<file path="config.mk">
export PLATFORM = sky130hd
export DESIGN_NAME = video_timing
export DESIGN_NICKNAME = d
export VERILOG_FILES = /design/src/hdl/video_pkg.sv /design/src/hdl/video_timing.sv
export SDC_FILE = /design/constraint.sdc
export NUM_CORES = 1
export LEC_CHECK = 0
export BUFFER_PORTS_ARGS = -buffer_cell sky130_fd_sc_hd__buf_2
export CAP_MARGIN = 10
export CELL_PAD_IN_SITES_DETAIL_PLACEMENT = 0
export CELL_PAD_IN_SITES_GLOBAL_PLACEMENT = 1
export CORE_MARGIN = 2
export CORE_UTILIZATION = 30
export DETAILED_ROUTE_END_ITERATION = 10
export PLACE_DENSITY = 0.74
export SLEW_MARGIN = 40
export SYNTH_ARGS = -nofsm -noshare
export SYNTH_HDL_FRONTEND = slang
export SYNTH_SLANG_ARGS = --single-unit
export TNS_END_PERCENT = 50
</file>
<file path="constraint.sdc">
create_clock -name vga_clk -period 7.5 [get_ports vga_clk]
set_clock_uncertainty 0.1 [all_clocks]
set_input_delay 1.125 -clock vga_clk [delete_from_list [all_inputs] [get_ports vga_clk]]
set_output_delay 1.125 -clock vga_clk [all_outputs]
set_load 0.05 [all_outputs]
</file>
<file path="src/hdl/video_pkg.sv">
package video_pkg;

   // screen coordinates and timing values
   typedef logic [11:0] coord_t;

   // character code, also one glyph row
   typedef logic [7:0] char_t;

   // address into the shared text and font memory
   typedef logic [11:0] mem_addr_t;

   typedef logic [4:0] red_t;
   typedef logic [5:0] green_t;
   typedef logic [4:0] blue_t;

   localparam int GLYPH_W = 8;
   localparam int GLYPH_H = 8;

   // text area sits above the font at code * 8 + glyph row
   localparam mem_addr_t TEXT_BASE = 12'd2048;

   localparam red_t   FG_R = 5'd19;
   localparam green_t FG_G = 6'd39;
   localparam blue_t  FG_B = 5'd19;

   localparam red_t   BG_R = 5'd0;
   localparam green_t BG_G = 6'd0;
   localparam blue_t  BG_B = 5'd0;

   localparam red_t   BORDER_R = 5'd4;
   localparam green_t BORDER_G = 6'd8;
   localparam blue_t  BORDER_B = 5'd6;

   typedef enum logic [2:0] {
      IDLE,
      TEXT_REQ,
      TEXT_WAIT,
      GLYPH_REQ,
      GLYPH_WAIT
   } fetch_state_t;

endpackage

</file>
<file path="src/hdl/video_timing.sv">
`timescale 1ns/1ns

module video_timing import video_pkg::*; #(
   parameter int H_TOTAL    = 120,
   parameter int H_SYNC     = 9,
   parameter int H_DE_START = 16,
   parameter int H_DE_END   = 112,
   parameter int H_PF_START = 32,
   parameter int COLS       = 8,
   parameter int V_TOTAL    = 40,
   parameter int V_SYNC     = 3,
   parameter int V_DE_START = 6,
   parameter int V_DE_END   = 38,
   parameter int V_PF_START = 14,
   parameter int V_PF_END   = 30
) (
   input  logic   vga_clk,
   input  logic   reset_n,
   output coord_t x,
   output coord_t y,
   output logic   hsync_raw,
   output logic   vsync_raw,
   output logic   de,
   output logic   pf,
   output logic   line_start,
   output coord_t fetch_row
);

   localparam int H_PF_END = H_PF_START + COLS * GLYPH_W;

   coord_t next_y;
   logic   h_de;
   logic   v_de;
   logic   h_pf;
   logic   v_pf;

   // both counters start at 1
   always_ff @(posedge vga_clk) begin
      if (!reset_n) begin
         x <= coord_t'(1);
         y <= coord_t'(1);
      end else if (x == coord_t'(H_TOTAL)) begin
         x <= coord_t'(1);
         y <= next_y;
      end else begin
         x <= x + coord_t'(1);
      end
   end

   assign next_y = (y == coord_t'(V_TOTAL)) ? coord_t'(1) : y + coord_t'(1);

   // sync asserted low from 1 to SYNC - 1
   assign hsync_raw = !(x < coord_t'(H_SYNC));
   assign vsync_raw = !(y < coord_t'(V_SYNC));

   assign h_de = (x >= coord_t'(H_DE_START)) && (x < coord_t'(H_DE_END));
   assign v_de = (y >= coord_t'(V_DE_START)) && (y < coord_t'(V_DE_END));
   assign h_pf = (x >= coord_t'(H_PF_START)) && (x < coord_t'(H_PF_END));
   assign v_pf = (y >= coord_t'(V_PF_START)) && (y < coord_t'(V_PF_END));

   assign de = h_de && v_de;
   assign pf = h_pf && v_pf;

   // strobe the fetcher one line ahead of every playfield line
   assign line_start = (x == coord_t'(1))
                    && (next_y >= coord_t'(V_PF_START))
                    && (next_y < coord_t'(V_PF_END));

   assign fetch_row = next_y - coord_t'(V_PF_START);

endmodule

</file>
======== Yosys cells after proc, flatten, opt, wreduce, memory -nomap -nowiden ========
Cells that the tools add are included.
word-level totals
  register bits ........................... 24
  input port bits ......................... 2
cells by class
  add/sub/neg operators ................... 3
  order comparisons ....................... 12
  eq/ne operators ......................... 3
  mux-type cells .......................... 1
  bitwise logic cells ..................... 1
  reductions and logical operators ........ 11
operator list
  cell                                                                                   number
  12-bit by 1-bit adder with 12-bit output (second input constant)                       2
  12-bit by 4-bit greater-or-equal comparator with 1-bit output (second input constant)  2
  12-bit by 5-bit less-than comparator with 1-bit output (second input constant)         2
  12-bit by 7-bit less-than comparator with 1-bit output (second input constant)         2
  12-bit by 1-bit equality test with 1-bit output (second input constant)                1
  12-bit by 6-bit equality test with 1-bit output (second input constant)                1
  12-bit by 7-bit equality test with 1-bit output (second input constant)                1
  12-bit by 3-bit greater-or-equal comparator with 1-bit output (second input constant)  1
  12-bit by 5-bit greater-or-equal comparator with 1-bit output (second input constant)  1
  12-bit by 6-bit greater-or-equal comparator with 1-bit output (second input constant)  1
  12-bit by 2-bit less-than comparator with 1-bit output (second input constant)         1
  12-bit by 4-bit less-than comparator with 1-bit output (second input constant)         1
  12-bit by 6-bit less-than comparator with 1-bit output (second input constant)         1
  12-bit two-way mux                                                                     1
  12-bit by 4-bit subtractor with 12-bit output (second input constant)                  1
  1-bit logical AND                                                                      8
  1-bit zero test                                                                        2
  2-bit OR reduction                                                                     1
  1-bit inverter                                                                         1

======== Logic depth before layout (Yosys ltp) ========
Gate-level depths: netlist of the first run.
  word-level depth ........................ 5
  mapped depth ............................ 14
  gate-level depth less buffers ........... 13

======== Least setup slack after synthesis of the first run ========
OpenSTA, ideal clock, no wires.
  path kind ............................... reg-to-output
  start point ............................. register y[1]
  end point ............................... output line_start
  data arrival time ....................... 3939 ps
  path slack .............................. 2336 ps
  stages on the path, launching flop included .. 12
  cells stage by stage .................... dfxtp_1 -> clkbuf_1 -> inv_1 -> ha_1 -> and3b_1 -> nand4_1 -> nand2b_1 -> nand2_1 -> inv_1 -> ha_1 -> a41oi_1 -> nor4_1
on the way
  cells in the longest elaborated chain, start to end .. 5
ends and longest elaborated chain
  what                                                                                                                RTL line            text
  start, declared                                                                                                     video_timing.sv:20  output coord_t y,
  start signal, assigned                                                                                              video_timing.sv:41  y <= coord_t'(1);
  start signal, assigned                                                                                              video_timing.sv:44  y <= next_y;
  12-bit by 1-bit adder with 12-bit output / 12-bit by 6-bit equality test with 1-bit output (equally long branches)  video_timing.sv:50  assign next_y = (y == coord_t'(V_TOTAL)) ? coord_t'(1) : y + coord_t'(1);
  12-bit two-way mux *                                                                                                video_timing.sv:50
  named net next_y[1]                                                                                                 video_timing.sv:31  coord_t next_y;
  12-bit by 4-bit greater-or-equal comparator with 1-bit output                                                       video_timing.sv:66  && (next_y >= coord_t'(V_PF_START))
  1-bit logical AND                                                                                                   video_timing.sv:66
  1-bit logical AND *                                                                                                 video_timing.sv:67  && (next_y < coord_t'(V_PF_END));
  end, declared                                                                                                       video_timing.sv:25  output logic line_start,
The timed path passes the listed nets; every way through them passes the cells marked *.

======== Worst setup path after layout of the first run ========
  start point ............................. register y[1]
  end point ............................... output fetch_row[7]
on the way
  cells in the longest elaborated chain, start to end .. 3
ends and longest elaborated chain
  what                                                                                                                RTL line            text
  12-bit by 1-bit adder with 12-bit output / 12-bit by 6-bit equality test with 1-bit output (equally long branches)  video_timing.sv:50
  12-bit two-way mux *                                                                                                video_timing.sv:50
  named net next_y[2]                                                                                                 video_timing.sv:31
  12-bit by 4-bit subtractor with 12-bit output *                                                                     video_timing.sv:69  assign fetch_row = next_y - coord_t'(V_PF_START);
  end, declared                                                                                                       video_timing.sv:26  output coord_t fetch_row
Marks and branches as above.

==> results.cfg, run 1 <==
[outcome]
status = finished, final reports clean

[cts]
hold_buffers = 0
cts_tree = yes
clk_latency_ps = 270
post-cts-setup-buffers = 0
clkTransAtPathRegs_ps = 90
cts.path.max_buffers = 2
cts-resized-gates = 0
cts-root-buf = clkbuf_8
cts_buffers = 3
ctsHtreeMaxLevel = 1
cts.sink_count = 24

[yosys]
synth_flop_cell = dfxtp_1
yosys.cell_types.count = 53
yosys_register_bits = 24
synth-edff-count = 0
syn-cell-area_um2 = 1916
syn_avg_cell_area_um2 = 7.662
yosysTopAreaCellShare = 0.2508
post-synth-top-area-cell = dfxtp_1
ys_top_cells_by_area = dfxtp_1 25%, xnor2_1 9.6%, ha_1 4.6%, nor2_1 4.5%, nand2_1 3.9%
syn-num-nets = 259
yosys_warnings = 0
async_reset_ff_frac = 0
postSynthCellCount = 250
synth_seq_area_share = 0.2508

[setup_path]
worstPathArrival_ps = 3230
startpoint_type = flop
slowest_stage = dfxtp_1
cp_num_buf_inv = 2
cp_top_family = simple AND/OR/NAND/NOR gates
required_ps = 6270
slowest_delay_ps = 590
path_cells = inv_1 > ha_1 > and3b_1 > nand4_1 > nor2_1 > a21oi_1 > ha_1 > nand2_1 > o21ai_0 > nor2b_1 > nor2b_1 > xnor2_1 > buf_2
path_class = reg2out
crit_fanout = 14
r2r_slack_ps = 5030
cp-end-kind = output port

[finish]
num_antenna_cells = 0
postLayoutCoreUtil = 0.3482
area_growth_syn_to_layout_pct = 14.11
multiInputGateArea_um2 = 1303
seq_area_um2 = 480.5
num-fill-cells = 709
layout.nets = 288
drive_above_1_share = 0.1978
design_area_um2 = 2186

[detailed_routing]
drc = 0
detail_route.vias_per_cell = 5.251
firstDrtPassIters = 4
wirelength_um = 4994
drt_iter0_drc = 136
wl_per_cell_um = 14.07
ant_nets = 0
vias = 1864

[floorplanning]
coreArea_um2 = 6277
die_area_um2 = 7041
rows = 29
io_pins = 43
die_y_um = 83.91
die_w_um = 83.91
initial_core_util = 0.3052

[timing]
setup_ws_ps = 3044
finalMaxSlewViolations = 0
final.period_utilization = 0.5941
max_slew_margin = 0.5489
min_period_ps = 4456
timing.hold.ws_ps = 391.8
setup_tns_ps = 0
tightest_slew_ps = 675.7
setup_viol_count_final = 0
hold_viol = 0
timing.fmax_mhz = 224.4
rsz0062_at_grt = false

[pwr]
powerDensity_nw_per_um2 = 111.1
p_leak_nw = 0.8702
vdd_drop_max_v = 0.00005984

[place]
dpl_cell_area_um2 = 2131
io_buffers = 42
gp_congestion = 0.8695
dp_worst_setup_slack_ps = 3356
dp_hpwl_um = 3780

[global_route]
grt_max_degree = 21
gr-total-overflow = 0
first_global_vias = 1772
grt_usage = 0.1450
grt_pass1_wl_um = 8487
antenna_found_initial = 0

[min_path]
hold_path_class = reg2reg

[job]
cap_violations = 0
worst paths after layout:
path              from            to  depth (start not counted)
setup / recovery  y[1]  fetch_row[7]                         13
hold / removal    x[0]          x[0]                          1
setup reg to reg  y[1]         y[10]                          6
hold reg to reg   x[0]          x[0]                          1
cell families (layout without fill, tap and decap cells):
group           after synthesis  in the layout  synth area share
simple gates                113            113            0.3338
fa+ha+maj                     7              7           0.04572
mux                           1              1          0.005226
buf+inv                      29             57           0.06924
flops                        24             24            0.2508
compound gates               48             48            0.1672
xor+xnor                     28             28            0.1280
power breakdown:
part	total (mW)	leakage (nW)	internal (mW)	switching (mW)
registers	0.133	0.194	0.129	0.00324
logic	0.0202	0.647	0.00580	0.0144
clock network	0.0901	0.0288	0.0470	0.0431
flip-flops by register name, indices dropped and copies added (netlist names):
signal	flops
y	12
x	12
placed cells by master, fill, tap and decap left out, drive strengths merged, types with 2 or more instances in the layout:
master   Yosys  layout
xnor2       21      21
and3         4       4
nand3       12      12
nor2b        6       6
o21a         2       2
a21oi       10      10
and2         5       5
nor4         5       5
o2111ai      3       3
o21ai       14      14
buf          8      42
or3          6       6
nor2        23      23
o211ai       2       2
nor3         8       8
dfxtp       24      24
inv         11      11
nand2b       2       2
nand3b       4       4
ha           7       7
a21boi       4       4
nand4        8       8
xor2         7       7
a41oi        2       2
and4         2       2
a211oi       2       2
nand2       20      20
nor4b        2       2
clkbuf      10       4
cells in the mapped netlist (all sizes together) (2+ instances only):
cell type  instances
dfxtp             24
buf                8
or3                6
o211ai             2
ha                 7
a21boi             4
nand3b             4
nand4              8
nand2             20
and2               5
and4               2
a41oi              2
nor2              23
and3               4
nand2b             2
o21a               2
nor2b              6
nor4b              2
nand3             12
o2111ai            3
a211oi             2
nor4               5
xor2               7
nor3               8
a21oi             10
o21ai             14
inv               11
xnor2             21
clkbuf            10
metrics by stage:
step | total power, mW | instances
after floorplan | 0.1503 | 250
after global placement | 0.1557 | 351
after detailed placement | 0.1560 | 351
after CTS | 0.2459 | 355
after global routing | 0.2521 | 355
final | 0.2429 | 355
per-layer routing:
layer  GRT usage  vias up  routed length [um]
met5           0        -                   0
met4     0.05132        0                  99
met3     0.02275        9                 250
met2      0.2305       51                2135
met1      0.1986      858                2509
li1            -      946                   -
cell type report:
| class | instances | area share |
|---|---|---|
| Timing Repair Buffer | 42 | 0.09616 |
| Inverter | 11 | 0.01889 |
| Tap cell | 77 | 0.04408 |
| Multi-Input combinational cell | 197 | 0.5959 |
| Sequential cell | 24 | 0.2198 |
| Clock buffer | 4 | 0.02519 |
(Power assumes the default switching activity.)
==> inputs of run 2 (changes only) <==
- clock period: 7.5 -> 4.6 ns (I/O delays scaled with it)
==> run 2 against run 1 <==
Against the previous run:
- die area unchanged
- total power grew 62%
- wire length down 2.9%
- worst hold slack lost 5.9 ps
- combinational power increased by 64%
==> results.cfg, run 2 (synthesized netlist as in run 1, its figures left out) <==
[global_route]
grt_max_degree = 21
grt_pass1_wl_um = 8418
antenna_found_initial = 0
first_global_vias = 1709
gr-total-overflow = 0
grt_usage = 0.1434

[timing]
tightest_slew_ps = 677.6
finalMaxSlewViolations = 0
max_slew_margin = 0.5448
min_period_ps = 4032
setup_ws_ps = 568.1
timing.fmax_mhz = 248.0
rsz0062_at_grt = false
setup_viol_count_final = 0
final.period_utilization = 0.8765
hold_viol = 0
timing.hold.ws_ps = 385.9
setup_tns_ps = 0

[cts]
cts.sink_count = 24
clkTransAtPathRegs_ps = 80
cts_tree = yes
ctsHtreeMaxLevel = 1
cts.path.max_buffers = 2
cts-root-buf = clkbuf_8
clk_latency_ps = 270
hold_buffers = 0
cts-resized-gates = 0
post-cts-setup-buffers = 0
cts_buffers = 3

[pwr]
switching_share = 0.2472
vdd_drop_max_v = 0.0001159
p_leak_nw = 0.8762
cell_internal_pwr_uw = 296.8
seq_power_share = 0.548
pwr-share-clk = 0.368
powerDensity_nw_per_um2 = 179.2
finalPower_uw = 394.2
switchingPower_uw = 97.47
p_comb_frac = 0.084

[floorplanning]
die_y_um = 83.91
initial_core_util = 0.3052
rows = 29
die_area_um2 = 7041
die_w_um = 83.91
io_pins = 43
coreArea_um2 = 6277

[setup_path]
cp_top_family = simple AND/OR/NAND/NOR gates
required_ps = 3810
cp-end-kind = output port
path_class = reg2out
slowest_delay_ps = 540
path_cells = inv_1 > ha_1 > and3b_1 > nand4_1 > nor2_1 > a21oi_1 > ha_1 > nand2_1 > o21ai_0 > nor2b_1 > nor2b_1 > xnor2_1 > buf_2
cp_num_buf_inv = 2
startpoint_type = flop
slowest_stage = dfxtp_1
crit_fanout = 11
worstPathArrival_ps = 3240

[detailed_routing]
wirelength_um = 4851
firstDrtPassIters = 4
drc = 0
vias = 1837
drt_iter0_drc = 212
ant_nets = 0
wl_per_cell_um = 13.63
detail_route.vias_per_cell = 5.160

[finish]
final_common_cell = buf_2
drive_above_1_share = 0.2043
num_antenna_cells = 0
fin_cells = 356
design_area_um2 = 2200
reg.largest.list = x: 12 flops, y: 12 flops
area_growth_syn_to_layout_pct = 14.83
postLayoutCoreUtil = 0.3504
layout_common_cells = 42 x buf_2, 24 x dfxtp_1, 23 x nor2_1
layout.nets = 289

[min_path]
hold_path_class = reg2reg

[outcome]
status = finished, final reports clean

[place]
dp_worst_setup_slack_ps = 928.1
gp_congestion = 0.8430
dpl_cell_area_um2 = 2145
dp_cells = 352
dp_hpwl_um = 3705
io_buffers = 42

[job]
cap_violations = 0
==> run 2: worst paths after layout <==
check | from | endpoint | slack (ps) | cells after the start
setup / recovery | y[0] | fetch_row[7] | 570 | 13
hold / removal | x[0] | x[0] | 390 | 1
setup reg to reg | y[1] | y[10] | 2110 | 6
hold reg to reg | x[0] | x[0] | 390 | 1
==> run 2: power groups by stage <==
stage          Clock [mW]  Sequential (mW)  Combinational [mW]
5_1_grt             0.157            0.217              0.0357
6_report            0.145            0.216              0.0331
3_3_place_gp            0            0.221              0.0332
4_1_cts             0.150            0.216              0.0334
3_5_place_dp            0            0.221              0.0335
2_1_floorplan           0            0.232              0.0137
==> run 2: final cells by class <==
type                    instances  area [um2]
inverters                      11       41.29
repair buffers                 43       217.7
well taps                      77       96.34
multi-input cells             197        1309
fillers                       687        4078
clock buffers                   4       55.05
flip-flops and latches         24       480.5
==> run 2: per-layer routing <==
layer,GRT usage,wire [um],vias to the layer above
li1,-,-,945
met1,0.2048,2456,827
met2,0.2211,2084,57
met3,0.01879,241,8
met4,0.04985,68,0
met5,0,0,-
==> inputs of run 3 (changes only) <==
- CELL_PAD_IN_SITES_DETAIL_PLACEMENT: 0 -> default
- CELL_PAD_IN_SITES_GLOBAL_PLACEMENT: 1 -> default
- PLACE_DENSITY: 0.74 -> 0.59
==> run 3 against run 2 <==
Against the previous run:
- first-iteration DRC count shrank 15%
- total power grew 9.8%
- sequential power is essentially flat
- clock-buffer cell count shrank 1
- via count grew 2.6%
- fmax grew 1.3%
- sequential share of layout area shrank 0.16 points
- largest cell class unchanged
- critical path depth grew 1
- register-to-register slack gained 80 ps
- highest routed layer unchanged
==> results.cfg, run 3 (synthesized netlist as in run 1, its figures left out) <==
[outcome]
status = finished, final reports clean

[timing]
max_slew_margin = 0.6121
setup_viol_count_final = 0
hold_viol = 0
finalMaxSlewViolations = 0
min_period_ps = 3980
setup_ws_ps = 620.2
rsz0062_at_grt = false
setup_tns_ps = 0
final.period_utilization = 0.8652
tightest_slew_ps = 577.4
timing.fmax_mhz = 251.3
timing.hold.ws_ps = 384.6

[setup_path]
slowest_delay_ps = 580
worstPathArrival_ps = 3190
cp_top_family = simple AND/OR/NAND/NOR gates
slowest_stage = dfxtp_1
r2r-start = y[1]
path_class = reg2out
crit_path_start = y[1]
crit_fanout = 14
cp-end-kind = output port
critical_path_depth = 14
path_cells = inv_1 > ha_1 > and3b_1 > nand4_1 > nand2b_1 > nand2_1 > inv_1 > ha_1 > nand2_1 > o21ai_0 > nor2b_1 > nor2b_1 > xnor2_1 > buf_2
reg2reg_depth = 6
r2r_slack_ps = 2190
cp-endpoint = fetch_row[7]
startpoint_type = flop
required_ps = 3810
rr_endpoint = y[10]
cp_num_buf_inv = 3

[cts]
clkTransAtPathRegs_ps = 90
cts_tree = yes
cts-root-buf = clkbuf_8
cts-resized-gates = 0
cts_buffers = 3
cts.sink_count = 24
cts.path.max_buffers = 2
hold_buffers = 0
clk_latency_ps = 260
ctsHtreeMaxLevel = 1
post-cts-setup-buffers = 0

[global_route]
grt_max_degree = 21
gr-total-overflow = 0
first_global_vias = 1714
grt_usage = 0.1439
grt_pass1_wl_um = 8424
antenna_found_initial = 0

[floorplanning]
coreArea_um2 = 6277
die_y_um = 83.91
die_area_um2 = 7041
die_w_um = 83.91
io_pins = 43
rows = 29
initial_core_util = 0.3052

[detailed_routing]
wirelength_um = 4925
drc = 0
vias = 1885
wl_per_cell_um = 13.83
ant_nets = 0
firstDrtPassIters = 4
detail_route.vias_per_cell = 5.295
drt_iter0_drc = 181

[pwr]
p_leak_nw = 0.8831
powerDensity_nw_per_um2 = 195.4
vdd_drop_max_v = 0.0001269
finalPower_uw = 433.0

[place]
gp_congestion = 0.8396
dp_worst_setup_slack_ps = 940.8
io_buffers = 42
dp_hpwl_um = 3764
dp_cells = 352

[finish]
reg.largest.list = x: 12 flops, y: 12 flops
area_growth_syn_to_layout_pct = 15.68
final_common_cell = buf_2
num_antenna_cells = 0
layout_common_cells = 42 x buf_2, 24 x dfxtp_1, 23 x nor2_1
num-fill-cells = 697
drive_above_1_share = 0.2043
fin_cells = 356
layout.nets = 289

[min_path]
hold_path_class = reg2reg

[job]
cap_violations = 0
## run 3: how the worst min path moves through the flow
stage | startpoint | end | cells after the start | slack, ps
final | x[0] | x[0] | 1 | 380
after global routing | x[0] | x[0] | 1 | 410
after global placement | x[0] | x[0] | 1 | 360
after detailed placement | x[0] | x[0] | 1 | 370
after CTS | x[0] | x[0] | 1 | 390
after floorplan | x[0] | x[0] | 1 | 550
## run 3: worst reg2reg max path, cell delays in order (launching register included)
cell and delay [ps]:
dfxtp_1 580, ha_1 360, nand3_1 240, nor3_1 580
nand2_1 150, xnor2_1 160, and2_1 160
## run 3: final cells by class
type,instances,area [um2],share of cell area
Multi-Input combinational cell,197,1309,0.5906
Sequential cell,24,480.5,0.2168
Timing Repair Buffer,43,217.7,0.09825
Tap cell,77,96.34,0.04348
Clock buffer,3,41.29,0.01863
Inverter,11,41.29,0.01863
Clock inverter,1,30.03,0.01355
## run 3: metal layers
layer	vias to the layer above	global-route usage	share of wire
li1	945	-	-
met1	870	0.1978	0.47
met2	64	0.2189	0.44
met3	6	0.03264	0.072
met4	0	0.05425	0.014
met5	-	0	0
## run 3: metrics by stage
stage,util,instance area (um2)
floorplan,-,1922
global placement,0.3416,2145
detailed placement,0.3416,2145
CTS,0.3530,2216
global route,0.3530,2216
finish,0.3530,2216
## run 3: power breakdown
group	switching [mW]	internal (mW)
logic	0.0242	0.00956
clock network	0.0670	0.116
registers	0.00511	0.211
